===== config.mk =====
export PLATFORM = sky130hd
export DESIGN_NAME = operandSelect
export DESIGN_NICKNAME = d
export VERILOG_FILES = /design/src/rtl/archPkg.sv /design/src/rtl/robPkg.sv /design/src/rtl/operandSelect.sv
export VERILOG_INCLUDE_DIRS = /design/src /design/src/rtl
export SDC_FILE = /design/constraint.sdc
export NUM_CORES = 1
export LEC_CHECK = 0
export BUFFER_PORTS_ARGS = -buffer_cell sky130_fd_sc_hd__buf_2
export CAP_MARGIN = 0
export CORE_ASPECT_RATIO = 0.7
export CORE_MARGIN = 4
export CORE_UTILIZATION = 45
export DETAILED_ROUTE_END_ITERATION = 10
export PLACE_DENSITY = 0.83
export SLEW_MARGIN = 20
export SYNTH_ARGS = -nofsm -noshare
export SYNTH_HDL_FRONTEND = slang
export SYNTH_SLANG_ARGS = --single-unit

===== constraint.sdc =====
create_clock -name clk -period 1.04 [get_ports clk]
set_input_delay 0.052 -clock clk [delete_from_list [all_inputs] [get_ports clk]]
set_output_delay 0.052 -clock clk [all_outputs]
set_load 0.01 [all_outputs]

===== src/rtl/operand_config.svh =====
`ifndef OPERAND_CONFIG_SVH
`define OPERAND_CONFIG_SVH

// ----------------------------------------
// architectural state
// ----------------------------------------
`define NUM_REGS 32   // architectural registers.
`define XLEN 32       // data word width.

// ----------------------------------------
// reorder buffer, tag 0 means no writer
// ----------------------------------------
`define TAG_W 5       // tag width.
`define ROB_DEPTH 32  // entries, valid tags 1..31.

`endif


===== src/rtl/archPkg.sv =====
`include "operand_config.svh"

package archPkg;

    // register index wide enough for every architectural register.
    typedef logic [$clog2(`NUM_REGS)-1:0] regIdxT;

    // one data word as held in the register file.
    typedef logic [`XLEN-1:0] wordT;

endpackage


===== src/rtl/robPkg.sv =====
`include "operand_config.svh"

package robPkg;

    // reorder buffer tag, zero is reserved for no pending writer.
    typedef logic [`TAG_W-1:0] robTagT;

    // operand ready flag, set once the value is known.
    typedef logic opReadyT;

endpackage


===== src/rtl/operandSelect.sv =====
module operandSelect (
    input  logic            clk,
    input  logic            rst,
    input  logic            rfValid,
    input  archPkg::wordT   rfVal1,
    input  archPkg::wordT   rfVal2,
    input  robPkg::robTagT  rfTag1,
    input  robPkg::robTagT  rfTag2,
    input  robPkg::opReadyT robReady1,
    input  robPkg::opReadyT robReady2,
    input  archPkg::wordT   robData1,
    input  archPkg::wordT   robData2,
    output robPkg::robTagT  lookTag1,
    output robPkg::robTagT  lookTag2,
    output logic            outValid,
    output robPkg::opReadyT op1Ready,
    output archPkg::wordT   op1Val,
    output robPkg::robTagT  op1Tag,
    output robPkg::opReadyT op2Ready,
    output archPkg::wordT   op2Val,
    output robPkg::robTagT  op2Tag
);

    // committed value, finished result, or the tag to wait on.
    function automatic void pickOperand(
        input  robPkg::robTagT  tag,
        input  archPkg::wordT   rfVal,
        input  robPkg::opReadyT robReady,
        input  archPkg::wordT   robData,
        output robPkg::opReadyT ready,
        output archPkg::wordT   val,
        output robPkg::robTagT  waitTag
    );
        ready   = 1'b1;
        val     = rfVal;
        waitTag = '0;
        if (tag != '0) begin
            ready   = robReady;
            val     = robReady ? robData : '0;
            waitTag = robReady ? '0 : tag;
        end
    endfunction

    assign lookTag1 = rfTag1;
    assign lookTag2 = rfTag2;

    always_ff @(posedge clk or posedge rst) begin
        if (rst) begin
            outValid <= 1'b0;
        end else begin
            outValid <= rfValid;
        end
    end

    always_ff @(posedge clk) begin
        if (rfValid) begin
            pickOperand(rfTag1, rfVal1, robReady1, robData1, op1Ready, op1Val, op1Tag);
            pickOperand(rfTag2, rfVal2, robReady2, robData2, op2Ready, op2Val, op2Tag);
        end
    end

    readyHasNoTag: assert property (@(posedge clk) disable iff (rst)
        outValid |-> !(op1Ready && op1Tag != '0) && !(op2Ready && op2Tag != '0))
        else $error("ready operand carries a tag");

endmodule


[Word level (Yosys, flattened, before mapping)]
Cells that the tools add are included.
Cells by class
  mux-type cells: 4
  bitwise logic cells: 2
  reduce and logical (&&, ||, !) cells: 4
Operators by type and width (number)
  $mux 32: 4
  $reduce_bool 5->1: 2
  $reduce_or 2->1: 2
  $not 1->1: 2
Word-level totals
  bits in registers: 77
  input port bits: 143
  output and inout port bits: 87
  logic and storage cells: 17

[Logic depth before layout (Yosys ltp)]
  word-level depth: 3
  depth in mapped cells: 4
  mapped depth without buffers: 3

[Worst setup path after synthesis]
No wires, ideal clock.
  path kind: input-to-reg
  start: input port rfTag1[1]
  end: register op1Val[10] (data pin)
  setup time: 0.258 ns
  arrival time: 1.001 ns
  required time: 0.782 ns
  slack: -0.219 ns
  stages on the path: 4
  path buffers: 1
  path through: or4_4 nor2_8 buf_8 mux2i_1
Between the ends
  longest elaborated chain between the ends: 2
RTL lines
  start, declared: line operandSelect.sv:7  | input robPkg::robTagT rfTag1,
  $reduce_bool 5->1: line operandSelect.sv:37  | if (tag != '0) begin
  $mux 32: line operandSelect.sv:37
  end, declared: line operandSelect.sv:17  | output archPkg::wordT op1Val,
No other way between the ends.
A chain may end at the register's enable or synchronous reset.

[Final worst setup path]
  start: input port rfTag2[0]
  end: register op2Val[1] (data pin)
Between the ends
  longest elaborated chain between the ends: 2
RTL lines
  start, declared: line operandSelect.sv:8  | input robPkg::robTagT rfTag2,
  $reduce_bool 5->1: line operandSelect.sv:37
  $mux 32: line operandSelect.sv:37
  end, declared: line operandSelect.sv:20  | output archPkg::wordT op2Val,
No other way between the ends.

==> run summary <==
Status: complete, but fails checks
Failing checks: negative setup slack
Root Buffer: clkbuf_16
Routability cong.: 0.759
Post-synth EDFFs: 76
Total number of vias: 3011
Seq. cell area: 2310 um^2
# rows: 27
Nature of the critical path endpoint: register
VDD IR max: 1070 uV
Synth top area cells: edfxtp_1 (61%), mux2i_1 (17%), inv_1 (6.5%)
Place WS: -434 ps
Port-buffer cells: 229
Num CTS Buffers: 9
Synth area leader: edfxtp_1
Tightest Hold Check Type: input pin to register
RSZ-0062 raised after global routing: yes
Min cycle time layout: 1130 ps
Post-Synthesis Cells: 310
CP endpoint: op2Val[1]
FF+latch count, synth: 77
Clk sinks: 77
Placed cells: 630
Final cell count without fillers: 650
Setup crit start: rfTag2[0]
Finished Cell Area: 5490 um^2
Post-DP Area: 5020 um^2
Area grow syn2layout: 45.7%
Asr flop ratio synth: 0.0130
Core box area: 8010 um^2
DRC Markers: 0
Final Worst Setup Slack: -88.0 ps
Slew Limit Headroom: 0.843
Overall Power: 8.15 mW
Leak pwr: 2.65 nW
Cell Chain, Critical Path: buf_6, or4_4, nor2_8, clkbuf_16, mux2i_1
WS Path Type: input pin to register
Drt pass-1 iters: 5
Initial Util: 0.470
Yosys top cell area share: 0.606
Layout cells sized above 1: 0.492
Post-Syn Area: 3760 um^2
Total Neg Setup Slack: -2870 ps
CP max FO: 6
Post-synth top cells: edfxtp_1 (76), inv_1 (65), mux2i_1 (64), nand2_1 (64)
Multi-input logic area: 1050 um^2
Critical Path AT: 1290 ps
Fin crit share: 1.08
Highest clock rate: 887 MHz
Initial antenna violation count: 0
Crit-path max cell delay: 560 ps
Vias per cell: 4.63
H-tree depth: 3
Die area: 9920 um^2
TritonCTS clock tree: done
Post-synth net total: 453
Chip height: 84.5 um
Syn. warnings: 0
Final Max Tran Viols: 0
HPWL after DPL: 7480 um
Final Hold Fails: 0
Ant diodes: 0
Final setup violation count: 64
Die Span X: 117 um
Final nets: 688
Synth Flop Type: edfxtp_1
Tot GR Track Use: 0.193
Yosys cell types: 13
Worst-Margin Slew: 235 ps
Pin count of the biggest net entering global routing: 41
Top-count cell post-synth: edfxtp_1
PD cells: 1490 nW/um^2
Hold_ws: 24.8 ps
Initial DRC Count: 166
Global-route wire length before repair: 15300 um
Clock Pin Slew Worst Setup and Hold Paths: 60 ps
Post-synthesis sequential area ratio: 0.613
Startpoint types: input pin
Final Util: 0.685
Clk buf depth: 2
Vias in the first global route: 3143
# fillers: 599
Max cap viols: 0
Syn_area_per_cell: 12.1 um^2
Worst EP required: 1200 ps
I/O Pins: 230
Slowest cell on the critical path: or4_4
Gr ovfl total: 0
Antenna viol nets, final: 0
Final WL: 9990 um
Avg WL per Cell: 15.4 um
## worst min path at each step
stage,start,endpoint,slack (ps),cells past startpoint
finish,robReady1,op1Ready,20,2
floorplan,rst,outValid,-220,1
CTS,robReady1,op1Ready,10,2
global route,robReady1,op1Ready,40,2
global placement,rst,outValid,-110,2
detailed placement,rst,outValid,-110,2
## sequential cells by signal, indices dropped and copies added, names as in the netlist
register  cells
op1Ready      1
op1Tag        5
op1Val       32
op2Ready      1
op2Tag        5
op2Val       32
outValid      1
## cell usage in the layout, fill, tap and decap left out, drive strengths merged
master	n
dlygate4sd3	1
nor2	2
clkinv	3
or2	2
bufinv	2
edfxtp	76
mux2i	64
clkinvlp	1
nand2	64
dfrtp	1
buf	244
clkbuf	12
or4	2
inv	65
nor2b	10
## power by group
part	switching, mW	internal (mW)	total, mW	leakage (nW)
registers	0.0624	3.70	3.76	0.745
clock network	1.16	2.06	3.22	0.144
logic	0.601	0.563	1.16	1.76
total	1.83	6.32	8.15	2.65
## per-layer routing
| metal | vias to the layer above | routed length, um | track usage | part of all wire |
|---|---|---|---|---|
| li1 | 1465 | - | - | - |
| met1 | 1386 | 3630 | 0.199 | 0.36 |
| met2 | 150 | 5340 | 0.364 | 0.53 |
| met3 | 10 | 923 | 0.0835 | 0.092 |
| met4 | 0 | 98 | 0.0511 | 0.0098 |
| met5 | - | 0 | 0 | 0 |
## critical path: cells and delay by family
family	cells	cell delay [ps]
buffers and inverters	2	280
muxes	1	200
and+or+nand+nor	2	750
## area by class of cell
class	instances	area share
repair buffers	248	0.266
clock inverters	6	0.0144
flip-flops and latches	77	0.421
multi-input cells	144	0.191
well taps	101	0.0230
clock buffers	9	0.0410
inverters	65	0.0445
## kinds of logic after synthesis
| group | after synthesis | synth area share |
|---|---|---|
| buffers and inverters | 89 | 0.117 |
| and+or+nand+nor | 80 | 0.100 |
| DFF | 77 | 0.613 |
| muxes | 64 | 0.170 |
## repair_timing
item / CTS / global route
buffers inserted: 0 / 1
pin swaps: 0 / 0
setup endpoints to repair: 57 / 61
hold buffers: 1 / 0
cloned: 0 / 3
endpoints found under the hold margin: 1 / 0
resized for setup: 4 / 9
Power figures use the tool's default switching activity.
