**config.mk**
```make
export PLATFORM = sky130hd
export DESIGN_NAME = regFile
export DESIGN_NICKNAME = d
export VERILOG_FILES = /design/src/rtl/archPkg.sv /design/src/rtl/robPkg.sv /design/src/rtl/regFile.sv
export VERILOG_INCLUDE_DIRS = /design/src /design/src/rtl
export SDC_FILE = /design/constraint.sdc
export NUM_CORES = 2
export LEC_CHECK = 0
export ABC_AREA = 0
export BUFFER_PORTS_ARGS = -buffer_cell sky130_fd_sc_hd__buf_2
export CELL_PAD_IN_SITES_DETAIL_PLACEMENT = 1
export CELL_PAD_IN_SITES_GLOBAL_PLACEMENT = 2
export CORE_ASPECT_RATIO = 0.75
export CORE_MARGIN = 4
export CORE_UTILIZATION = 52
export CTS_CLUSTER_SIZE = 14
export DETAILED_ROUTE_END_ITERATION = 6
export GPL_TIMING_DRIVEN = 0
export HOLD_SLACK_MARGIN = 0.02
export PLACE_DENSITY_LB_ADDON = 0.25
export SLEW_MARGIN = 10
export SYNTH_ARGS = -nofsm -noshare
export SYNTH_HDL_FRONTEND = slang
export SYNTH_SLANG_ARGS = --single-unit
export TNS_END_PERCENT = 30
```
**constraint.sdc**
```tcl
create_clock -name clk -period 51.5 [get_ports clk]
set_input_delay 2.575 -clock clk [delete_from_list [all_inputs] [get_ports clk]]
set_output_delay 2.575 -clock clk [all_outputs]
set_load 0.005 [all_outputs]
```
**src/rtl/operand_config.svh**
```systemverilog
`ifndef OPERAND_CONFIG_SVH
`define OPERAND_CONFIG_SVH

// ----------------------------------------
// architectural state
// ----------------------------------------
`define NUM_REGS 32   // architectural registers.
`define XLEN 32       // data word width.

// ----------------------------------------
// reorder buffer, tag 0 means no writer
// ----------------------------------------
`define TAG_W 5       // tag width.
`define ROB_DEPTH 32  // entries, valid tags 1..31.

`endif

```
**src/rtl/archPkg.sv**
```systemverilog
`include "operand_config.svh"

package archPkg;

    // register index wide enough for every architectural register.
    typedef logic [$clog2(`NUM_REGS)-1:0] regIdxT;

    // one data word as held in the register file.
    typedef logic [`XLEN-1:0] wordT;

endpackage

```
**src/rtl/robPkg.sv**
```systemverilog
`include "operand_config.svh"

package robPkg;

    // reorder buffer tag, zero is reserved for no pending writer.
    typedef logic [`TAG_W-1:0] robTagT;

    // operand ready flag, set once the value is known.
    typedef logic opReadyT;

endpackage

```
**src/rtl/regFile.sv**
```systemverilog
`include "operand_config.svh"

module regFile (
    input  logic            clk,
    input  logic            rst,
    input  logic            readValid,
    input  archPkg::regIdxT rs1,
    input  archPkg::regIdxT rs2,
    input  logic            decWen,
    input  archPkg::regIdxT decRd,
    input  robPkg::robTagT  decTag,
    input  logic            commitValid,
    input  archPkg::regIdxT commitRd,
    input  robPkg::robTagT  commitTag,
    input  archPkg::wordT   commitData,
    output logic            rfValid,
    output archPkg::wordT   rfVal1,
    output archPkg::wordT   rfVal2,
    output robPkg::robTagT  rfTag1,
    output robPkg::robTagT  rfTag2
);

    archPkg::wordT  regVals [`NUM_REGS];  // committed values.
    robPkg::robTagT regTags [`NUM_REGS];  // newest pending writer.

    logic commitHit;
    logic decHit;
    logic bypass1;
    logic bypass2;

    // commit only counts while its tag is still the newest writer.
    assign commitHit = commitValid && commitRd != '0 && commitTag != '0
                    && regTags[commitRd] == commitTag;
    assign decHit = decWen && decRd != '0 && decTag != '0;  // x0 never renamed.

    assign bypass1 = commitHit && commitRd == rs1;
    assign bypass2 = commitHit && commitRd == rs2;

    // ----------------------------------------
    // state update
    // ----------------------------------------
    always_ff @(posedge clk or posedge rst) begin
        if (rst) begin
            for (int i = 0; i < `NUM_REGS; i++) begin
                regVals[i] <= '0;
                regTags[i] <= '0;
            end
        end else begin
            if (commitHit) begin
                regVals[commitRd] <= commitData;
                regTags[commitRd] <= '0;
            end
            if (decHit) begin
                regTags[decRd] <= decTag;  // overrides a same-cycle clear.
            end
        end
    end

    // ----------------------------------------
    // registered read ports
    // ----------------------------------------
    always_ff @(posedge clk or posedge rst) begin
        if (rst) begin
            rfValid <= 1'b0;
        end else begin
            rfValid <= readValid;
        end
    end

    // same-cycle commit is forwarded, same-cycle dispatch is not.
    always_ff @(posedge clk) begin
        if (readValid) begin
            rfVal1 <= bypass1 ? commitData : regVals[rs1];
            rfVal2 <= bypass2 ? commitData : regVals[rs2];
            rfTag1 <= bypass1 ? '0 : regTags[rs1];
            rfTag2 <= bypass2 ? '0 : regTags[rs2];
        end
    end

    // ----------------------------------------
    // checks
    // ----------------------------------------
    commitTagNonZero: assert property (@(posedge clk) disable iff (rst)
        commitValid |-> commitTag != '0)
        else $error("commit carries tag 0");

endmodule

```
# Word-level counts from Yosys, hierarchy flattened

Index checks and enable logic that the tools add are counted.

Register bits after elaboration: 1,259
Output and inout port bits: 75
Word-level logic and storage cells: 124

Magnitude comparators: 6
Equal/unequal tests: 3
Muxes and demuxes: 27
Bitwise operators: 6
Reduce and logical (&&, ||, !) cells: 13

Operators by type and width:

| cell                                                                  | count |
|---|---|
| 1024-bit bitwise mux                                                  | 1 |
| 32-bit binary-select mux with 5-bit select                            | 2 |
| 160-bit 2-to-1 mux                                                    | 2 |
| 32-bit 2-to-1 mux                                                     | 7 |
| 160-bit bitwise AND                                                   | 1 |
| 160-bit bitwise mux                                                   | 1 |
| 32-bit demux with 5-bit select                                        | 1 |
| 160-bit NOT                                                           | 1 |
| 5-bit binary-select mux with 5-bit select                             | 3 |
| 5-bit demux with 5-bit select                                         | 2 |
| 5-bit 2-to-1 mux                                                      | 8 |
| 6-bit >= comparator (second input constant)                           | 4 |
| 5-bit NOT with 6-bit output                                           | 4 |
| 5-bit nonzero test                                                    | 4 |
| 5-bit equality test                                                   | 3 |
| 6-bit by 1-bit < comparator with 1-bit output (second input constant) | 2 |
| 1-bit logical AND                                                     | 9 |

# Logic depth before layout (Yosys ltp)

Word-level depth: 10
Gate-level depth with buffers: 16

# Worst setup path after synthesis

Ideal clock, no wire load.

Kind: input -> register
From: input commitRd[1]
To: register regVals[132] (netlist bit)
Setup time: 125 ps
Data arrival time: 5,715 ps
Data required time: 51,375 ps
Setup slack: 45,660 ps
Stages: 12
Cell sequence: buf_6 buf_6 buf_6 mux2i_1 o22ai_1 or4_1 or3_1 a221o_1 buf_6 nor4_4 buf_2 mux2_2

Word-level cells in the longest chain between the ends: 6
Elaborated cells on any way between the ends: 15

RTL lines:

| item                                                                        | line                         | RTL |
|---|---|---|
| start, declared                                                             | regFile.sv:13                | `input archPkg::regIdxT commitRd,` |
| 5-bit NOT with 6-bit output (implied by the code)                           | regFile.sv:33, regFile.sv:50 |  |
| 5-bit binary-select mux with 5-bit select (tied with other cells)           | regFile.sv:33                | `&& regTags[commitRd] == commitTag;` |
| 5-bit 2-to-1 mux (implied by the code) or 1-bit logical AND (tied branches) | regFile.sv:33, regFile.sv:50 |  |
| 5-bit 2-to-1 mux (implied by the code) or 32-bit 2-to-1 mux (tied branches) | regFile.sv:33, regFile.sv:50 |  |
| 5-bit equality test or 32-bit demux with 5-bit select (tied branches)       | regFile.sv:33, regFile.sv:50 |  |
| 1-bit logical AND or 1024-bit bitwise mux (tied branches)                   | regFile.sv:33, regFile.sv:50 |  |
| end signal, assigned by index                                               | regFile.sv:50                | `regVals[commitRd] <= commitData;` |
| end, declared                                                               | regFile.sv:23                | `` archPkg::wordT regVals [`NUM_REGS]; `` |

Parallel ways exist; a longest one is shown, timed or not. The select of a mux whose other input is x is not followed.
A chain may end at the register's enable or synchronous reset.

# Final worst setup path

From: input commitRd[1]
To: register rfVal2[21] (data pin)

Word-level cells in the longest chain between the ends: 8
Elaborated cells on any way between the ends: 12

RTL lines:

| item                                                 | line          | RTL |
|---|---|---|
| 5-bit NOT with 6-bit output (implied by the code)    | regFile.sv:33 |  |
| 5-bit binary-select mux with 5-bit select            | regFile.sv:33 |  |
| 5-bit 2-to-1 mux (implied by the code) (2 in series) | regFile.sv:33 |  |
| 5-bit equality test                                  | regFile.sv:33 |  |
| 1-bit logical AND                                    | regFile.sv:33 |  |
| 1-bit logical AND (*)                                | regFile.sv:37 | `assign bypass2 = commitHit && commitRd == rs2;` |
| 32-bit 2-to-1 mux (*)                                | regFile.sv:74 | `rfVal2 <= bypass2 ? commitData : regVals[rs2];` |
| end signal, assigned                                 | regFile.sv:74 |  |
| end, declared                                        | regFile.sv:18 | `output archPkg::wordT rfVal2,` |

Mark *: on every way between the ends. The rest lies on a longest branch, timed or not. The select of a mux whose other input is x is not followed.

==> run_results.csv <==
group,metric,value,unit
global_route,global_route.usage.total,37.5,%
logic_synthesis,synth_fp_nets,4351,
floorplan,rows,115,
critical_path,cp.buffers_inverters,4,
critical_path,path_max_fanout,10,
route,vias_per_cell,7.19,
route,total_length_of_routed_wires,255000,um
logic_synthesis,synth_edf_count,74,
cts,tritoncts,"built",
critical_path,worst-endpoint-arrival,8.48,ns
logic_synthesis,syn_area,0.0685,mm2
global_route,pin_count_of_the_biggest_net_entering_global_routing,118,
cts,cts-resized-gates,0,
power,share_seq_of_total_power,45.5,%
route,firstDrtPassIters,5,
floorplan,fp.coreArea,0.131,mm2
cells_and_area,post_route_cells_drive_above_1_share,51.9,%
min_path,min_path_type,"reg2reg",
logic_synthesis,yosys_most_used_dff,"dfrtp_1",
power,combinationalPowerShare,12.4,%
critical_path,timing.critical_path.cells,"buf_6, buf_2, mux2i_1, o22ai_1, or4_1, or3_1, clkbuf_1, a2111oi_2, nand3_1, buf_2, mux2_2",
critical_path,timing.critical_path.max_delay_family,"simple AND/OR/NAND/NOR gates",
power,power.share.clock,42.1,%
cts,cts.hold.buffers_added,0,
critical_path,critPathSlowestCell,"a2111oi_2",
cells_and_area,mostFrequentLayoutCells,"dfrtp_1 (1,185), mux2_2 (1,010), mux4_2 (740)",
cts,cts_setup_buffers,0,
cts,cts_buffers,132,
cts,ctsHtreeMaxLevel,4,
sta,finalSetupTns,0,ns
sta,period_needed,7.96,ns
placed_design,standard_cell_area_after_detailed_placement,0.0719,mm2
cells_and_area,layout-area-overhead-vs-synth,11.5,%
cts,ctsRootBufferMaster,"clkbuf_16",
critical_path,critical-path-max-stage-delay,1.20,ns
cells_and_area,layout.cell_area.non_filler,0.0764,mm2
power,leakage,34.9,nW
sta,worst_pin_slew,1.42,ns
cells_and_area,layout.cells.most_common,"dfrtp_1",
placed_design,globalplace.congestion,1.01,
power,power.ir.vdd_worst,0.0372,mV
route,route.vias.total,46295,
logic_synthesis,synth_top_cells_by_area,"dfrtp_1 (43%), mux4_2 (24%), mux2_2 (17%), edfxtp_1 (3.2%), mux2_4 (2.2%)",
critical_path,cpMostUsedCell,"buf_2",
global_route,grt_pass1_wl,364000,um
floorplan,chipWidth,427,um
cts,clock_sink_count,1259,
cells_and_area,final_nets,4636,
route,routed_wire_length_per_instance,39.7,um
logic_synthesis,synth-seq-cells,1259,
logic_synthesis,postSynthCellCount,4284,
power,p_total,2.40,mW
sta,slew_violations,0,
placed_design,port_buffers,130,
placed_design,detailed_placement_wirelength_estimate,178000,um
route,drtAntennaViolNets,0,
cells_and_area,number_of_filler_cells_placed_in_the_layout,11905,
placed_design,placed_cells_incl_taps,6190,
logic_synthesis,count_of_synthesis_stage_warnings_from_yosys,0,
critical_path,worst_setup_path_start_kind,"input port",
sta,setup_viol,0,
logic_synthesis,synth_top_cell_by_area,"dfrtp_1",
sta,timing.final.ws_setup,43.54,ns
floorplan,ios,142,
floorplan,floorplan.die_area,0.138,mm2
critical_path,worst-setup-path-type,"in2reg",
critical_path,crit_required,52.02,ns
cts,clock_path_buffers,3,
route,drc,0,
job,cap_viol_max_count,0,
floorplan,floorplan.die.height,322,um
critical_path,endpoint_kind,"flop",
global_route,grt-ovfl-total,0,
sta,timing.slew.headroom,5.41,%
logic_synthesis,yosysUniqueCellTypes,48,
global_route,first_global_vias,47855,
sta,period_share,15.5,%
global_route,grt_antenna_before_repair,13,
sta,hold_viol_final,0,
power,powerDensity,31.4,mW/mm2
power,cellInternalPower,1.75,mW
placed_design,place_worst_setup_slack,43.10,ns
logic_synthesis,postSynth.asyncResetShare,94.1,%
cells_and_area,fin_cells,6437,
sta,max_freq,0.126,GHz
logic_synthesis,postSynthAreaPerCell,16.0,um2
power,switching_share,27.1,%
logic_synthesis,post-synth-top-area-fraction,43.3,%
cells_and_area,finalCoreUtilization,58.3,%
run_status,status,"finished, final reports clean",
sta,clock_skew,0.0390,ns
logic_synthesis,synth_seq_area_share,46.5,%
route,dr_iter_0_viols,5769,
floorplan,initial_cell_density_of_the_core,52.3,%
sta,fin_hold_ws,0.479,ns
sta,grt_setup_unrepaired,"false",
power,power.switching,0.649,mW
cts,source_to_sink_clock_delay_at_the_later_pin_of_the_worst_skew_pair,0.81,ns
cts,clkTransAtPathRegs,0.07,ns
-- synth_stat cells (3+ instances only) --
cell,number
nor2b_1,50
nand3_2,19
nand3_1,14
a211oi_1,22
nor4_1,6
xnor2_1,6
nand4b_1,5
o22ai_1,40
clkbuf_1,290
o21ai_0,23
xor2_1,4
or3_1,9
nor4_4,3
buf_2,90
a31o_2,27
mux2_4,100
nand4_1,4
and3_1,30
or4b_2,4
mux2_1,10
buf_6,21
a31oi_1,10
or4bb_1,6
or4_1,10
buf_1,73
nor2_1,40
a31o_1,5
or2_2,7
nand2b_1,8
nand2_1,69
and2_1,63
edfxtp_1,74
a22o_1,105
mux2i_1,90
mux2_2,1010
dfrtp_1,1185
mux4_2,740
-- worst paths after layout --
| path | start | endpoint | slack, ns | cells past startpoint |
|---|---|---|---|---|
| setup / recovery | commitRd[1] | rfVal2[21]$_DFFE_PP_ | 43.54 | 11 |
| setup reg to reg | regTags[142]$_DFF_PP0_ | rfVal2[21]$_DFFE_PP_ | 45.66 | 9 |
| min in group asynchronous | rst | regVals[929]$_DFFE_PP0P_ | 1.80 | 2 |
| max in group asynchronous | rst | regVals[1010]$_DFFE_PP0P_ | 46.98 | 7 |
| hold reg to reg | regVals[1005]$_DFFE_PP0P_ | regVals[1005]$_DFFE_PP0P_ | 0.48 | 1 |
| hold / removal | regVals[1005]$_DFFE_PP0P_ | regVals[1005]$_DFFE_PP0P_ | 0.48 | 1 |
-- power by group through the flow --
stage / logic, mW / registers, mW / clock network (mW)
after floorplan: 0.190 / 1.09 / 0
final: 0.297 / 1.09 / 1.01
after detailed placement: 0.290 / 1.10 / 0
after global routing: 0.311 / 1.09 / 1.07
after global placement: 0.280 / 1.10 / 0
after CTS: 0.292 / 1.09 / 1.02
-- layout make-up --
class                           count  area (um2)  area share, %
Multi-Input combinational cell   2549       34600           45.3
Sequential cell                  1259       31900           41.7
Antenna cell                        7        17.5         0.0229
Clock buffer                      188        3870           5.07
Clock inverter                     52         607          0.794
Timing Repair Buffer              151        1130           1.48
Inverter                            1        11.3         0.0147
Buffer                            475        2110           2.76
Tap cell                         1755        2200           2.87
-- metal layers --
| metal | GRT usage (%) | vias up | wire length (um) |
|---|---|---|---|
| met2 | 52.0 | 2734 | 108000 |
| met5 | 0 | - | 103 |
| li1 | - | 17463 | - |
| met1 | 54.8 | 25527 | 106000 |
| met3 | 13.1 | 556 | 30000 |
| met4 | 14.2 | 15 | 10600 |
-- flip-flops by register name, summed over array words and instances, names as in the netlist --
| signal | count |
|---|---|
| rfTag1 | 5 |
| rfVal1 | 32 |
| regVals | 1024 |
| rfVal2 | 32 |
| rfTag2 | 5 |
| regTags | 160 |
| rfValid | 1 |
-- kinds of logic after synthesis --
group                  synth area share, %
multiplexers                          44.6
flip-flops                            46.5
buffers and inverters                 3.01
AND/OR/NAND/NOR                       3.05
AO/OA/AOI/OAI                         2.73
XOR/XNOR                             0.128
Note: power is estimated with default switching activity, not from simulation.
